[src/trigger_crossbar_pkg.sv]
package trigger_crossbar_pkg;

	//////////////////////////////////////////////////
	// Trigger crossbar geometry

	// Trigger inputs and outputs
	localparam int NUM_TRIG = 12;

	// Inputs whose P/N pair is swapped on the board
	localparam logic [NUM_TRIG-1:0] TRIG_SWAP_MASK = 12'h065;

	// Per-output select, 0..11 picks an input, anything above forces low
	typedef logic [3:0] muxsel_t;

	// Reset value of every select
	localparam muxsel_t MUXSEL_OFF = 4'd15;

	//////////////////////////////////////////////////
	// Relays and LED timing

	localparam int NUM_RELAY = 4;
	typedef logic [1:0] relay_chan_t;

	// Coil pulse length in clocks (short for simulation)
	localparam int RELAY_PULSE_CYCLES = 64;
	localparam int RELAY_CNT_W = $clog2(RELAY_PULSE_CYCLES);
	typedef logic [RELAY_CNT_W-1:0] relay_cnt_t;

	// LED stretch after the last active sample
	localparam int LED_HOLD_CYCLES = 32;
	localparam int LED_CNT_W = $clog2(LED_HOLD_CYCLES + 1);
	typedef logic [LED_CNT_W-1:0] led_cnt_t;

	//////////////////////////////////////////////////
	// Register map

	localparam int REG_ADDR_W = 6;
	localparam int REG_DATA_W = 16;

	// Selects for outputs 0..11 live at base + output index
	localparam logic [REG_ADDR_W-1:0] REG_MUXSEL_BASE = 6'd0;
	// Relay command, bits 1:0 channel, bit 2 direction
	localparam logic [REG_ADDR_W-1:0] REG_RELAY_CMD   = 6'd16;
	localparam int RELAY_CMD_DIR_BIT = 2;
	// LED readback
	localparam logic [REG_ADDR_W-1:0] REG_IN_LED      = 6'd32;
	localparam logic [REG_ADDR_W-1:0] REG_OUT_LED     = 6'd33;
	// Relay status, busy level and sticky done (clear on read)
	localparam logic [REG_ADDR_W-1:0] REG_RELAY_STAT  = 6'd34;
	localparam int RELAY_STAT_BUSY_BIT = 0;
	localparam int RELAY_STAT_DONE_BIT = 1;

endpackage

[src/relay_if.sv]
interface relay_if;

	// Command side, en is a single-cycle strobe
	logic                              en;
	logic                              dir;
	trigger_crossbar_pkg::relay_chan_t channel;

	// Status side
	logic busy;
	// One cycle after the coil drops
	logic done;

	modport mgmt (
		output en, dir, channel,
		input  busy, done
	);

	modport relay (
		input  en, dir, channel,
		output busy, done
	);

endinterface

[src/activity_stretch.sv]
module activity_stretch (
	input  logic                                      clk_250mhz,
	input  logic                                      rst_n,
	input  logic [trigger_crossbar_pkg::NUM_TRIG-1:0] trig,
	output logic [trigger_crossbar_pkg::NUM_TRIG-1:0] led
);

	// One hold timer per trigger bit
	trigger_crossbar_pkg::led_cnt_t hold_cnt [trigger_crossbar_pkg::NUM_TRIG];

	always_ff @(posedge clk_250mhz) begin
		if (!rst_n) begin
			for (int i = 0; i < trigger_crossbar_pkg::NUM_TRIG; i++) begin
				hold_cnt[i] <= '0;
			end
		end else begin
			for (int i = 0; i < trigger_crossbar_pkg::NUM_TRIG; i++) begin
				// Any high sample restarts the hold window
				if (trig[i]) begin
					hold_cnt[i] <= trigger_crossbar_pkg::led_cnt_t'(
						trigger_crossbar_pkg::LED_HOLD_CYCLES);
				end else if (hold_cnt[i] != '0) begin
					hold_cnt[i] <= hold_cnt[i] - 1'b1;
				end
			end
		end
	end

	// LED lit while its timer runs
	always_comb begin
		for (int i = 0; i < trigger_crossbar_pkg::NUM_TRIG; i++) begin
			led[i] = (hold_cnt[i] != '0);
		end
	end

endmodule

[src/crossbar_matrix.sv]
module crossbar_matrix (
	input  logic                                                           clk_250mhz,
	input  logic                                                           rst_n,
	input  logic [trigger_crossbar_pkg::NUM_TRIG-1:0]                      trig_in,
	input  trigger_crossbar_pkg::muxsel_t [trigger_crossbar_pkg::NUM_TRIG-1:0] muxsel,
	output logic [trigger_crossbar_pkg::NUM_TRIG-1:0]                      trig_fixed,
	output logic [trigger_crossbar_pkg::NUM_TRIG-1:0]                      trig_out
);

	//////////////////////////////////////////////////
	// Stage 1, capture inputs and undo P/N swaps

	always_ff @(posedge clk_250mhz) begin
		if (!rst_n) begin
			trig_fixed <= '0;
		end else begin
			trig_fixed <= trig_in ^ trigger_crossbar_pkg::TRIG_SWAP_MASK;
		end
	end

	//////////////////////////////////////////////////
	// Stage 2, one registered mux per output

	always_ff @(posedge clk_250mhz) begin
		if (!rst_n) begin
			trig_out <= '0;
		end else begin
			for (int i = 0; i < trigger_crossbar_pkg::NUM_TRIG; i++) begin
				// In-range select routes a corrected input
				if (muxsel[i] < trigger_crossbar_pkg::NUM_TRIG) begin
					trig_out[i] <= trig_fixed[muxsel[i]];
				end else begin
					// Off or unused codes
					trig_out[i] <= 1'b0;
				end
			end
		end
	end

	// Selects come from the register block, an unused code must silence the output
	for (genvar i = 0; i < trigger_crossbar_pkg::NUM_TRIG; i++) begin : g_off_chk
		a_off_is_low: assert property (
			@(posedge clk_250mhz) disable iff (!rst_n)
			(muxsel[i] >= trigger_crossbar_pkg::NUM_TRIG) |=> !trig_out[i]
		);
	end

endmodule

[src/mgmt_regs.sv]
module mgmt_regs (
	input  logic                                                           clk_250mhz,
	input  logic                                                           rst_n,
	input  logic                                                           reg_wr,
	input  logic                                                           reg_rd,
	input  logic [trigger_crossbar_pkg::REG_ADDR_W-1:0]                    reg_addr,
	input  logic [trigger_crossbar_pkg::REG_DATA_W-1:0]                    reg_wdata,
	output logic [trigger_crossbar_pkg::REG_DATA_W-1:0]                    reg_rdata,
	output trigger_crossbar_pkg::muxsel_t [trigger_crossbar_pkg::NUM_TRIG-1:0] muxsel,
	input  logic [trigger_crossbar_pkg::NUM_TRIG-1:0]                      in_led,
	input  logic [trigger_crossbar_pkg::NUM_TRIG-1:0]                      out_led,
	relay_if.mgmt                                                          relay
);

	// Offset into the select block and whether it hits a real output
	logic [trigger_crossbar_pkg::REG_ADDR_W-1:0] sel_idx;
	logic                                        sel_hit;
	logic                                        cmd_wr;

	assign sel_idx = reg_addr - trigger_crossbar_pkg::REG_MUXSEL_BASE;
	assign sel_hit = (sel_idx < trigger_crossbar_pkg::NUM_TRIG);
	assign cmd_wr  = reg_wr && (reg_addr == trigger_crossbar_pkg::REG_RELAY_CMD);

	//////////////////////////////////////////////////
	// Writes, selects and relay commands

	logic                              en_q;
	logic                              dir_q;
	trigger_crossbar_pkg::relay_chan_t chan_q;

	always_ff @(posedge clk_250mhz) begin
		if (!rst_n) begin
			for (int i = 0; i < trigger_crossbar_pkg::NUM_TRIG; i++) begin
				muxsel[i] <= trigger_crossbar_pkg::MUXSEL_OFF;
			end
			en_q   <= 1'b0;
			dir_q  <= 1'b0;
			chan_q <= '0;
		end else begin
			if (reg_wr && sel_hit) begin
				muxsel[sel_idx] <= reg_wdata[$bits(trigger_crossbar_pkg::muxsel_t)-1:0];
			end
			// Back-to-back command writes collapse into one strobe
			en_q <= cmd_wr && !en_q;
			if (cmd_wr && !en_q) begin
				dir_q  <= reg_wdata[trigger_crossbar_pkg::RELAY_CMD_DIR_BIT];
				chan_q <= reg_wdata[$bits(trigger_crossbar_pkg::relay_chan_t)-1:0];
			end
		end
	end

	assign relay.en      = en_q;
	assign relay.dir     = dir_q;
	assign relay.channel = chan_q;

	//////////////////////////////////////////////////
	// Status and readback

	logic                                        done_flag;
	logic                                        stat_rd;
	logic [trigger_crossbar_pkg::REG_DATA_W-1:0] rd_mux;

	assign stat_rd = reg_rd && (reg_addr == trigger_crossbar_pkg::REG_RELAY_STAT);

	always_comb begin
		rd_mux = '0;
		if (sel_hit) begin
			rd_mux[$bits(trigger_crossbar_pkg::muxsel_t)-1:0] = muxsel[sel_idx];
		end else if (reg_addr == trigger_crossbar_pkg::REG_IN_LED) begin
			rd_mux[trigger_crossbar_pkg::NUM_TRIG-1:0] = in_led;
		end else if (reg_addr == trigger_crossbar_pkg::REG_OUT_LED) begin
			rd_mux[trigger_crossbar_pkg::NUM_TRIG-1:0] = out_led;
		end else if (reg_addr == trigger_crossbar_pkg::REG_RELAY_STAT) begin
			rd_mux[trigger_crossbar_pkg::RELAY_STAT_BUSY_BIT] = relay.busy;
			rd_mux[trigger_crossbar_pkg::RELAY_STAT_DONE_BIT] = done_flag;
		end
	end

	always_ff @(posedge clk_250mhz) begin
		if (!rst_n) begin
			done_flag <= 1'b0;
			reg_rdata <= '0;
		end else begin
			// A new completion wins over a clearing read
			if (relay.done) begin
				done_flag <= 1'b1;
			end else if (stat_rd) begin
				done_flag <= 1'b0;
			end
			// Read data holds until the next read
			if (reg_rd) begin
				reg_rdata <= rd_mux;
			end
		end
	end

	a_en_single: assert property (
		@(posedge clk_250mhz) disable iff (!rst_n) en_q |=> !en_q);

endmodule

[src/relay_controller.sv]
module relay_controller (
	input  logic                                       clk_250mhz,
	input  logic                                       rst_n,
	relay_if.relay                                     relay,
	output logic [trigger_crossbar_pkg::NUM_RELAY-1:0] relay_a,
	output logic [trigger_crossbar_pkg::NUM_RELAY-1:0] relay_b
);

	//////////////////////////////////////////////////
	// Pulse sequencer

	logic                              busy_q;
	logic                              done_q;
	logic                              dir_q;
	trigger_crossbar_pkg::relay_chan_t chan_q;
	trigger_crossbar_pkg::relay_cnt_t  pulse_cnt;

	always_ff @(posedge clk_250mhz) begin
		if (!rst_n) begin
			busy_q    <= 1'b0;
			done_q    <= 1'b0;
			dir_q     <= 1'b0;
			chan_q    <= '0;
			pulse_cnt <= '0;
		end else begin
			done_q <= 1'b0;
			if (!busy_q) begin
				// Idle, accept a new command
				if (relay.en) begin
					busy_q    <= 1'b1;
					dir_q     <= relay.dir;
					chan_q    <= relay.channel;
					pulse_cnt <= trigger_crossbar_pkg::relay_cnt_t'(
						trigger_crossbar_pkg::RELAY_PULSE_CYCLES - 1);
				end
			end else if (pulse_cnt == '0) begin
				// Last coil cycle, release and flag completion
				busy_q <= 1'b0;
				done_q <= 1'b1;
			end else begin
				pulse_cnt <= pulse_cnt - 1'b1;
			end
		end
	end

	assign relay.busy = busy_q;
	assign relay.done = done_q;

	//////////////////////////////////////////////////
	// H-bridge coil drive

	// dir 1 energizes the A side, dir 0 the B side
	always_comb begin
		relay_a = '0;
		relay_b = '0;
		if (busy_q) begin
			if (dir_q) begin
				relay_a[chan_q] = 1'b1;
			end else begin
				relay_b[chan_q] = 1'b1;
			end
		end
	end

	// Both halves of a bridge on would short the supply
	a_no_shoot_through: assert property (
		@(posedge clk_250mhz) disable iff (!rst_n) (relay_a & relay_b) == '0);

	// Only one coil energized across all relays
	a_one_coil: assert property (
		@(posedge clk_250mhz) disable iff (!rst_n) $onehot0({relay_a, relay_b}));

endmodule

[src/trigger_crossbar_top.sv]
module trigger_crossbar_top (
	input  logic                                        clk_250mhz,
	input  logic                                        rst_n,
	input  logic [trigger_crossbar_pkg::NUM_TRIG-1:0]   trig_in,
	output logic [trigger_crossbar_pkg::NUM_TRIG-1:0]   trig_out,
	output logic [trigger_crossbar_pkg::NUM_RELAY-1:0]  relay_a,
	output logic [trigger_crossbar_pkg::NUM_RELAY-1:0]  relay_b,
	input  logic                                        reg_wr,
	input  logic                                        reg_rd,
	input  logic [trigger_crossbar_pkg::REG_ADDR_W-1:0] reg_addr,
	input  logic [trigger_crossbar_pkg::REG_DATA_W-1:0] reg_wdata,
	output logic [trigger_crossbar_pkg::REG_DATA_W-1:0] reg_rdata
);

	//////////////////////////////////////////////////
	// Crossbar and activity LEDs

	trigger_crossbar_pkg::muxsel_t [trigger_crossbar_pkg::NUM_TRIG-1:0] muxsel;
	logic [trigger_crossbar_pkg::NUM_TRIG-1:0] trig_fixed;
	logic [trigger_crossbar_pkg::NUM_TRIG-1:0] in_led;
	logic [trigger_crossbar_pkg::NUM_TRIG-1:0] out_led;

	crossbar_matrix matrix (
		.clk_250mhz (clk_250mhz),
		.rst_n      (rst_n),
		.trig_in    (trig_in),
		.muxsel     (muxsel),
		.trig_fixed (trig_fixed),
		.trig_out   (trig_out)
	);

	// Input LEDs follow the polarity-corrected inputs
	activity_stretch in_stretch (
		.clk_250mhz (clk_250mhz),
		.rst_n      (rst_n),
		.trig       (trig_fixed),
		.led        (in_led)
	);

	activity_stretch out_stretch (
		.clk_250mhz (clk_250mhz),
		.rst_n      (rst_n),
		.trig       (trig_out),
		.led        (out_led)
	);

	//////////////////////////////////////////////////
	// Relays and register port

	relay_if relay_bus ();

	relay_controller relays (
		.clk_250mhz (clk_250mhz),
		.rst_n      (rst_n),
		.relay      (relay_bus.relay),
		.relay_a    (relay_a),
		.relay_b    (relay_b)
	);

	mgmt_regs mgmt (
		.clk_250mhz (clk_250mhz),
		.rst_n      (rst_n),
		.reg_wr     (reg_wr),
		.reg_rd     (reg_rd),
		.reg_addr   (reg_addr),
		.reg_wdata  (reg_wdata),
		.reg_rdata  (reg_rdata),
		.muxsel     (muxsel),
		.in_led     (in_led),
		.out_led    (out_led),
		.relay      (relay_bus.mgmt)
	);

endmodule
[config.mk]
export PLATFORM = sky130hd
export DESIGN_NAME = trigger_crossbar_top
export DESIGN_NICKNAME = d
export VERILOG_FILES = /design/src/trigger_crossbar_pkg.sv /design/src/relay_if.sv /design/src/activity_stretch.sv /design/src/crossbar_matrix.sv /design/src/mgmt_regs.sv /design/src/relay_controller.sv /design/src/trigger_crossbar_top.sv
export SDC_FILE = /design/constraint.sdc
export NUM_CORES = 1
export LEC_CHECK = 0
export ABC_CLOCK_PERIOD_IN_PS = 2400
export CORE_MARGIN = 2
export CORE_UTILIZATION = 35
export DETAILED_ROUTE_END_ITERATION = 16
export DONT_BUFFER_PORTS = 1
export SYNTH_ARGS = -nofsm -noshare
export SYNTH_HDL_FRONTEND = slang
export SYNTH_SLANG_ARGS = --single-unit
[constraint.sdc]
create_clock -name clk_250mhz -period 2.4 [get_ports clk_250mhz]
set_clock_uncertainty 0.15 [all_clocks]
set_input_delay 0.12 -clock clk_250mhz [delete_from_list [all_inputs] [get_ports clk_250mhz]]
set_output_delay 0.12 -clock clk_250mhz [all_outputs]
set_load 0.02 [all_outputs]
## Word-level counts from Yosys, hierarchy flattened

Memories as Yosys holds them, arrays and structs flattened.
Cells that the tools add are included.

| storage, ports and cells | value |
|---|---|
| flip-flop bits (word level) | 100 |
| memory bits (writable) | 144 |
| output and inout bits | 36 |
| logic and storage cells | 462 |
| memories kept | 2 |

| cells by class | value |
|---|---|
| add/subtract/negate cells | 25 |
| magnitude comparators | 29 |
| equality and inequality tests | 5 |
| muxes and demuxes | 267 |
| bitwise operators | 50 |
| reductions and logical operators | 49 |

Memories:

| name | words | bits a word | read ports | clocked after memory_dff | write ports | RTL line | text |
|---|---|---|---|---|---|---|---|
| in_stretch.hold_cnt | 12 | 6 | 12 | 0 | 12 | activity_stretch.sv:9 | `trigger_crossbar_pkg::led_cnt_t hold_cnt [trigger_crossbar_pkg::NUM_TRIG];` |
| out_stretch.hold_cnt | 12 | 6 | 12 | 0 | 12 | activity_stretch.sv:9 |  |

Operators by type and width:

| operator | number |
|---|---|
| 6-bit 2-to-1 mux | 51 |
| 1-bit 2-to-1 mux | 188 |
| 6-bit by 1-bit subtractor with 6-bit output, second input constant | 25 |
| 6-bit nonzero test | 24 |
| 4-bit by 5-bit less-than comparator with 1-bit output, second input constant | 12 |
| 1-bit binary-select mux with 4-bit select | 12 |
| 48-bit bitwise mux | 1 |
| 4-bit less-than comparator, second input constant | 12 |
| 1-bit OR | 48 |
| 2-bit AND reduction | 15 |
| 4-bit 2-to-1 mux | 7 |
| 6-bit equality test, second input constant | 3 |
| 4-bit binary-select mux with 4-bit select | 1 |
| 4-bit demux with 4-bit select | 1 |
| 12-bit 2-to-1 mux | 1 |
| 10-bit 2-to-1 mux | 1 |
| 8-bit 2-to-1 mux | 1 |
| 6-bit by 5-bit equality test with 1-bit output, second input constant | 1 |
| 6-bit by 1-bit greater-or-equal comparator with 1-bit output, second input constant | 1 |
| 1-bit logical AND | 6 |
| 6-bit logical NOT | 1 |
| 6-bit by 4-bit less-than comparator with 1-bit output, second input constant | 1 |
| 6-bit by 5-bit less-than comparator with 1-bit output, second input constant | 1 |
| 2-bit 2-to-1 mux | 2 |
| other kinds (8) | 9 |

## Longest topological paths before layout

Gate-level depths: netlist (run 1).
An unclocked memory read counts as a cell.

| logic depth | value |
|---|---|
| word-level depth | 7 |
| mapped depth | 6 |
| depth with buffers taken out | 6 |

## Cells and area by module

Synthesis (run 1) repeated with hierarchy kept, for this count alone.

| unflattened totals | value |
|---|---|
| cells, all modules | 1270 |
| area total of the unflattened synthesis | 13902.1 µm² |

By module, submodules not included:

| module | instances | cells an instance | area an instance (µm²) |
|---|---|---|---|
| activity_stretch | 2 | 353 | 4012.6 |
| mgmt_regs | 1 | 336 | 3183.1 |
| crossbar_matrix | 1 | 160 | 2104.5 |
| relay_controller | 1 | 68 | 589.3 |

## Worst setup path after synthesis (run 1)

Ideal clock, no wire load.

| timing path | value |
|---|---|
| kind | register -> register |
| from | mem out_stretch.hold_cnt[0][60] (netlist bit) |
| to | mem out_stretch.hold_cnt[0][60] (netlist bit) (enable) |
| arrival | 1649 ps |
| data required time | 1965 ps |
| slack | 316 ps |
| stages on the path, launching flop included | 6 |
| buffers on the path | 0 |
| period minus slack after synthesis | 2084 ps |
| path through | edfxtp_1 inv_1 ha_1 or3b_2 or3_1 nand2b_1 |

RTL lines:

| item | RTL line |
|---|---|
| start: declaration | activity_stretch.sv:9 |

==> results by group, run 1 <==
Outcome
  • Status: finished clean

Floorplanning
  • Top Ports: 74
  • Num rows: 70
  • Initial core utilization: 0.356
  • Core area: 36600 µm²
  • Die height: 197 µm
  • Die Width: 197 µm
  • Die area: between 30000 and 40000 µm²

GRT
  • Pin count of the biggest net entering global routing: 83
  • Vias in the first global route: roughly 9.0k
  • Initial antenna violation count: 3
  • Overflow after GRT: 0
  • First-pass GRT wire length: 48700 µm
  • Total Routing Usage GR: 0.158

Timing
  • Slew margin rel.: 0.250
  • Final period demand of the worst path: between 2000 and 2500 ps
  • Setup violators final: 0
  • Final Hold Viols: 0
  • Worst slew pin tran: around 1100 ps
  • Fin. max-slew vios: 0
  • FMAX: approximately 440 MHz
  • Post-route setup TNS: 0 ps
  • Period Utilization, post-route: 0.939
  • Unrepaired setup endpoints after global routing: false

Run
  • Max-cap viol count: 0

Placement
  • Post-DP HPWL: a little over 20000 µm
  • Port bufs: 0
  • Placed Cells: 1641
  • Routability cong.: 0.823

Synthesis
  • Mean Syn Cell Area: around 11 µm²
  • Seq/Total Area, Yosys: 0.486
  • Synth Area in Simple Gates: 0.192
  • Mapped Area: about 13000 µm²
  • Most numerous cell in the Yosys netlist: nor2_1
  • Post-synth EDFFs: 144
  • Compound-gate portion of the synthesized area: 0.0528
  • Asr flop ratio synth: 0
  • Adder-Cell Fraction of Synth Area: 0.0442
  • Synth Area in XOR/XNOR: 0.0511
  • Mux share of post-synthesis cell area: 0.139
  • Largest family of logic cells by synthesized area: simple AND/OR/NAND/NOR gates
  • Main flop type after synthesis: edfxtp_1
  • Top cells by count, synth: 216 x nor2_1, 144 x edfxtp_1, 100 x dfxtp_1
  • Unique cell type count in the Yosys netlist: 57
  • YS warnings: 0
  • Cell accounting for the most synthesized area: edfxtp_1
  • Number of synthesized register bits: 244
  • Share of the synthesized area in the top cell type: 0.332
  • Synth top area cells: edfxtp_1 33%, dfxtp_1 15%, mux4_2 8.1%
  • Post-Syn Instances: 1211

Cells and area
  • Multi-input gate area: approximately 6300 µm²
  • Proportion of layout cells with a drive suffix above 1: 0.0922
  • Reg area: ~6300 µm²
  • Layout fillers: 3532
  • Post-Layout Cell Count: 1738
  • Nets: 1331
  • Area grow syn2layout: 14.2%

CTS
  • Worst-path clk slew: 60 ps
  • Clock sink count: 244
  • TritonCTS clock tree: done
  • Clk buf depth: 3
  • H-Tree Level Count: 1
  • Clock Root Buffer: clkbuf_16
  • Worst-skew pair later-pin latency: 540 ps
  • Cts bufs inserted: 28

Setup path
  • Req. time, crit path: 2540 ps
  • Critical Path Fanout Max: 5
  • Worst setup SP type: register
  • FF-to-FF setup slack: 150 ps
  • Setup crit start: in_stretch.hold_cnt[0][12]$_SDFFCE_PN0P_
  • Critical R2R Launch: in_stretch.hold_cnt[0][12]$_SDFFCE_PN0P_
  • Critical path capture point type: register
  • Kind of critical path: reg2reg
  • Crit path DAT: 2390 ps

Detailed routing
  • Detailed Route WL: slightly above 30000 µm
  • Vias: 9153
  • ANT nets after route: 0
  • DR WL/cell: between 15 and 20 µm
  • DRC violation count after routing: 0
  • Pre-antenna DRT Iters: 5
  • Initial DRC count: roughly 650
  • Vias per cell: approximately 5.3

Power and ir drop
  • Worst IR Drop VDD: approximately 600 µV
  • Power Density: 1070 nW/µm²
  • Leak Pwr: 6.06 nW

Min path
  • HP Class: in2reg
  • Hold_sp: reg_wr
==> final timing paths <==
check,to,depth (start not counted)
worst max-delay path,in_stretch.hold_cnt[0][16]$_SDFFCE_PN0P_,6
worst min-delay path,mgmt.muxsel[39]$_SDFFE_PN1P_,4
worst max register to register,in_stretch.hold_cnt[0][16]$_SDFFCE_PN0P_,6
worst min register to register,mgmt.done_flag$_SDFFE_PN0P_,2
==> critical path, cell delays in order, from the launching register on <==
cell and delay (ps):
edfxtp_1 420, inv_1 90, ha_1 220, or3b_2 500
nor3_1 300, or3_1 250, nor2_1 70
==> layout make-up <==
cell class	count	share of cell area
Sequential cell	244	0.425
Multi-Input combinational cell	859	0.421
Clock inverter	12	0.00765
Inverter	60	0.0151
Timing Repair Buffer	54	0.0368
Clock buffer	40	0.0549
Tap cell	468	0.0393
Antenna cell	1	0.000168
==> power breakdown <==
part           switching [mW]  internal, mW
clock                    1.69          2.57
sequential              0.857          5.92
combinational            2.68          2.20
==> timing repair <==
item,in CTS,in global routing
hold buffers,43,0
gates resized for setup,0,3
setup endpoints to repair,0,17
endpoints found under the hold margin,192,0
setup buffers,0,1
==> per-stage QoR <==
stage               hold WS (ps)  setup WS, ps  total power [mW]  area [µm²]  utilization
detailed placement          47.2          76.7              11.6       13500        0.368
CTS                         20.2          2.74              16.0       14900        0.406
global placement            43.6           167              11.4       13500        0.368
global route                54.7          43.0              17.1       14900        0.407
floorplan                   36.7           316              10.6       13000            -
finish                      18.6           145              15.9       14900        0.407
==> registers in the layout, summed over array words and instances, names as in the netlist <==
name / count
mgmt.relay.en: 1
mgmt.reg_rdata: 12
out_stretch.hold_cnt: 72
mgmt.muxsel: 48
matrix.trig_out: 12
relays.relay.done: 1
relays.chan_q: 2
matrix.trig_fixed: 12
relays.dir_q: 1
mgmt.relay.dir: 1
relays.relay.busy: 1
relays.pulse_cnt: 6
mgmt.relay.channel: 2
mgmt.done_flag: 1
in_stretch.hold_cnt: 72
==> kinds of logic after synthesis <==
group / Yosys count
simple gates: 512
flops: 244
mux: 121
buf+inv: 111
compound gates: 100
xor+xnor: 76
fa+ha+maj: 46
other cells: 1
==> layout by cell type, fill, tap and decap left out, types with 4 or more instances in the layout <==
master and instances:
nand2b_1 18, ha_1 46, mux4_2 47, or3b_2 4
nand4_1 6, xnor2_1 49, buf_4 10, dfxtp_1 100
edfxtp_1 144, a41oi_1 4, clkinv_2 6, conb_1 4
a211oi_1 9, dlygate4sd3_1 40, a21oi_1 37, mux2i_1 73
nand3_1 22, nand3b_1 35, a31oi_1 7, nor2_1 216
xor2_1 27, o221ai_1 4, or3b_1 8, nor3_1 46
nand2_1 84, clkbuf_8 5, clkbuf_16 29, and2_1 11
a22oi_1 9, inv_1 59, or3_1 35, o21a_1 13
clkbuf_1 6, nor2b_1 8
==> per-layer routing <==
layer | track usage | wire [µm]
met3 | 0.0441 | 2430
met5 | 0 | 12
met2 | 0.251 | 13700
met4 | 0.0409 | 779
met1 | 0.212 | 13600
Note: power is estimated with default switching activity, not from simulation.
==> run 2: changes to the inputs <==
--- a/config.mk
+++ b/config.mk
@@ -7,7 +7,7 @@
 export LEC_CHECK = 0
 export ABC_CLOCK_PERIOD_IN_PS = 2400
 export CORE_MARGIN = 2
-export CORE_UTILIZATION = 35
+export CORE_UTILIZATION = 30
 export DETAILED_ROUTE_END_ITERATION = 16
 export DONT_BUFFER_PORTS = 1
 export SYNTH_ARGS = -nofsm -noshare
==> run 2 against run 1 <==
Effect of this change:
- via count fell by 0.78%
- cell count rose by 6.2%
- sequential power barely moved
- count of clock-buffer cells in the layout did not move
- total power fell by 0.28%
- register-to-register slack barely moved
- maximum frequency fell by 1.8%
- sequential cell count did not move
- combinational power fell by 1%
- clock power barely moved
- die area rose by 16%
- routed wire length rose by 0.72%
- critical path type is now in2reg
==> results by group, run 2 (synthesized netlist as in run 1, its figures left out) <==
Outcome
  • Status: finished clean (unchanged)

CTS
  • Clk buf depth: 3 (unchanged)
  • Clock Root Buffer: clkbuf_16 (unchanged)
  • Clock sink count: 244 (unchanged)
  • Worst-path clk slew: 60 ps (about the same)
  • Cts bufs inserted: 28 (unchanged)
  • TritonCTS clock tree: done (unchanged)
  • # Post-CTS Setup Buffers: 0 (unchanged)
  • Worst-skew pair later-pin latency: 560 ps (was 540 ps)
  • H-Tree Level Count: 1 (unchanged)

Timing
  • Fin. max-slew vios: 0 (unchanged)
  • Unrepaired setup endpoints after global routing: false (unchanged)
  • FMAX: 436 MHz (was 444 MHz)
  • Final Worst Setup Slack: 105 ps (was 145 ps)
  • Final Hold Viols: 0 (unchanged)
  • Worst slew pin tran: 963 ps (was 1120 ps)
  • Final period demand of the worst path: 2290 ps (was 2250 ps)
  • Setup violators final: 0 (unchanged)
  • Slew margin rel.: 0.358 (was 0.250)
  • Post-route setup TNS: 0 ps (unchanged)
  • Period Utilization, post-route: 0.956 (was 0.939)

Detailed routing
  • DR WL/cell: 16.6 µm (was 17.5 µm)
  • Pre-antenna DRT Iters: 5 (unchanged)
  • DRC violation count after routing: 0 (unchanged)
  • Initial DRC count: 772 (was 649)
  • Vias per cell: 4.92 (was 5.27)
  • Detailed Route WL: 30700 µm (was 30500 µm)
  • Vias: 9082 (was 9153)
  • ANT nets after route: 0 (unchanged)

Placement
  • Port bufs: 0 (unchanged)
  • Routability cong.: 0.802 (was 0.823)
  • Post-DP HPWL: 20500 µm (was 20100 µm)
  • Post-place setup slack: 173 ps (was 76.7 ps)

Floorplanning
  • Die Width: 212 µm (was 197 µm)
  • Core area: 43000 µm² (was 36600 µm²)
  • Num rows: 76 (was 70)
  • Die area: 45100 µm² (was 38800 µm²)
  • Top Ports: 74 (unchanged)
  • Initial core utilization: 0.303 (was 0.356)
  • Die height: 212 µm (was 197 µm)

Power and ir drop
  • Power Density: 1060 nW/µm² (was 1070 nW/µm²)
  • Combinational Power Share: 0.304 (was 0.306)
  • Worst IR Drop VDD: 642 µV (was 599 µV)
  • Cell Int Power: 10.7 mW (about the same)
  • Leak Pwr: 6.01 nW (was 6.06 nW)
  • P_sw: 5.22 mW (was 5.23 mW)
  • Sequential fraction of design power: 0.427 (was 0.426)
  • Clk pwr share: 0.269 (was 0.268)
  • Net Sw Frac: 0.329 (about the same)
  • Design Power: 15.9 mW (about the same)

Setup path
  • Worst setup SP type: input port (was register)
  • Critical path's most frequent cell: dlygate4sd3_1
  • CP top delay family: buffers and inverters (was simple AND/OR/NAND/NOR gates)
  • Critical Path Fanout Max: 14 (was 5)
  • Crit path DAT: 2580 ps (was 2390 ps)
  • CP Cell Sequence: dlygate4sd3_1, nor2_1, buf_4, nand3_1, mux2i_1, dlygate4sd3_1, nand2_1 (was inv_1, ha_1, or3b_2, nor3_1, or3_1, nor2_1)
  • Kind of critical path: in2reg (was reg2reg)
  • Critical Path Slowest Stage Cell: dlygate4sd3_1 (was or3b_2)
  • Critical path capture point type: register (unchanged)
  • FF-to-FF setup slack: 150 ps (about the same)
  • CP max stage delay: 1020 ps (was 500 ps)
  • Worst Path Buf+Inv: 3 (was 1)
  • Req. time, crit path: 2680 ps (was 2540 ps)

Run
  • Max-cap viol count: 0 (unchanged)

GRT
  • Overflow after GRT: 0 (unchanged)
  • Vias in the first global route: 9128 (was 8999)
  • Initial antenna violation count: 3 (unchanged)
  • Pin count of the biggest net entering global routing: 83 (unchanged)
  • Total Routing Usage GR: 0.137 (was 0.158)
  • First-pass GRT wire length: 49100 µm (was 48700 µm)

Cells and area
  • Nets: 1321 (was 1331)
  • Biggest regs: in_stretch.hold_cnt: 72 flops, out_stretch.hold_cnt: 72 flops, mgmt.muxsel: 48 flops (unchanged)
  • Utilization after layout: 0.348 (was 0.407)
  • Multi-input gate area: 6270 µm² (unchanged)
  • Commonest non-fill, non-tap cells in the layout: 216 x nor2_1, 144 x edfxtp_1, 100 x dfxtp_1 (unchanged)
  • Reg area: 6330 µm² (unchanged)
  • Proportion of layout cells with a drive suffix above 1: 0.0882 (was 0.0922)
  • Layout fillers: 4287 (was 3532)
  • Area grow syn2layout: 14.8% (was 14.2%)
  • Most common cell after layout, fill and taps aside: nor2_1 (unchanged)

Min path
  • HP Class: in2reg (unchanged)
## run 2: power groups by stage
stage	Sequential [mW]	Clock (mW)	Combinational [mW]
CTS	6.78	4.37	4.87
finish	6.78	4.27	4.83
floorplan	6.60	0	3.98
detailed placement	6.87	0	4.68
global placement	6.81	0	4.57
global route	6.94	4.53	5.57
## run 2: cell type report
cell class	count	area share
multi-input combinational	859	0.419
inverter	60	0.0151
tap	585	0.0489
sequential	244	0.423
clock inverter	12	0.00753
antenna	2	0.000335
timing repair buffer	44	0.0323
clock buffer	40	0.0539
## run 2: what timing repair did
action / 4_1_cts / 5_1_grt
hold buffers: 38 / 0
hold endpoints to repair: 217 / 0
gates resized for setup: 0 / 3
endpoints found under the setup margin: 0 / 4
## run 2: stage by stage
step | cells | cell area (µm²) | hold WS (ps)
after floorplan | 1214 | 13000 | 36.7
after global placement | 1754 | 13600 | 40.9
after detailed placement | 1754 | 13600 | 39.3
after CTS | 1844 | 14900 | 15.1
after global routing | 1844 | 15000 | 18.3
final | 1846 | 15000 | 4.37
## run 2: worst register-to-register path, delay by kind of cell (launching register included)
kind	cells	cell delay (ps)
buffers and inverters	1	80
adders and majority gates	1	200
and+or+nand+nor	3	1060
DFF	1	420
## run 2: final timing paths
kind | from | to | cells past startpoint
worst min-delay path | reg_wr | mgmt.muxsel[26]$_SDFFE_PN1P_ | 4
worst max register to register | in_stretch.hold_cnt[0][12]$_SDFFCE_PN0P_ | in_stretch.hold_cnt[0][13]$_SDFFCE_PN0P_ | 5
worst max-delay path | reg_addr[1] | mgmt.muxsel[18]$_SDFFE_PN1P_ | 7
worst min register to register | relays.relay.done$_SDFF_PN0_ | mgmt.done_flag$_SDFFE_PN0P_ | 2
## run 2: per-layer routing
metal / track usage / up-vias / share of wire
li1: - / 4371 / -
met1: 0.186 / 4427 / 0.46
met2: 0.223 / 233 / 0.45
met3: 0.0321 / 49 / 0.070
met4: 0.0309 / 2 / 0.019
met5: 0 / - / 0.00042
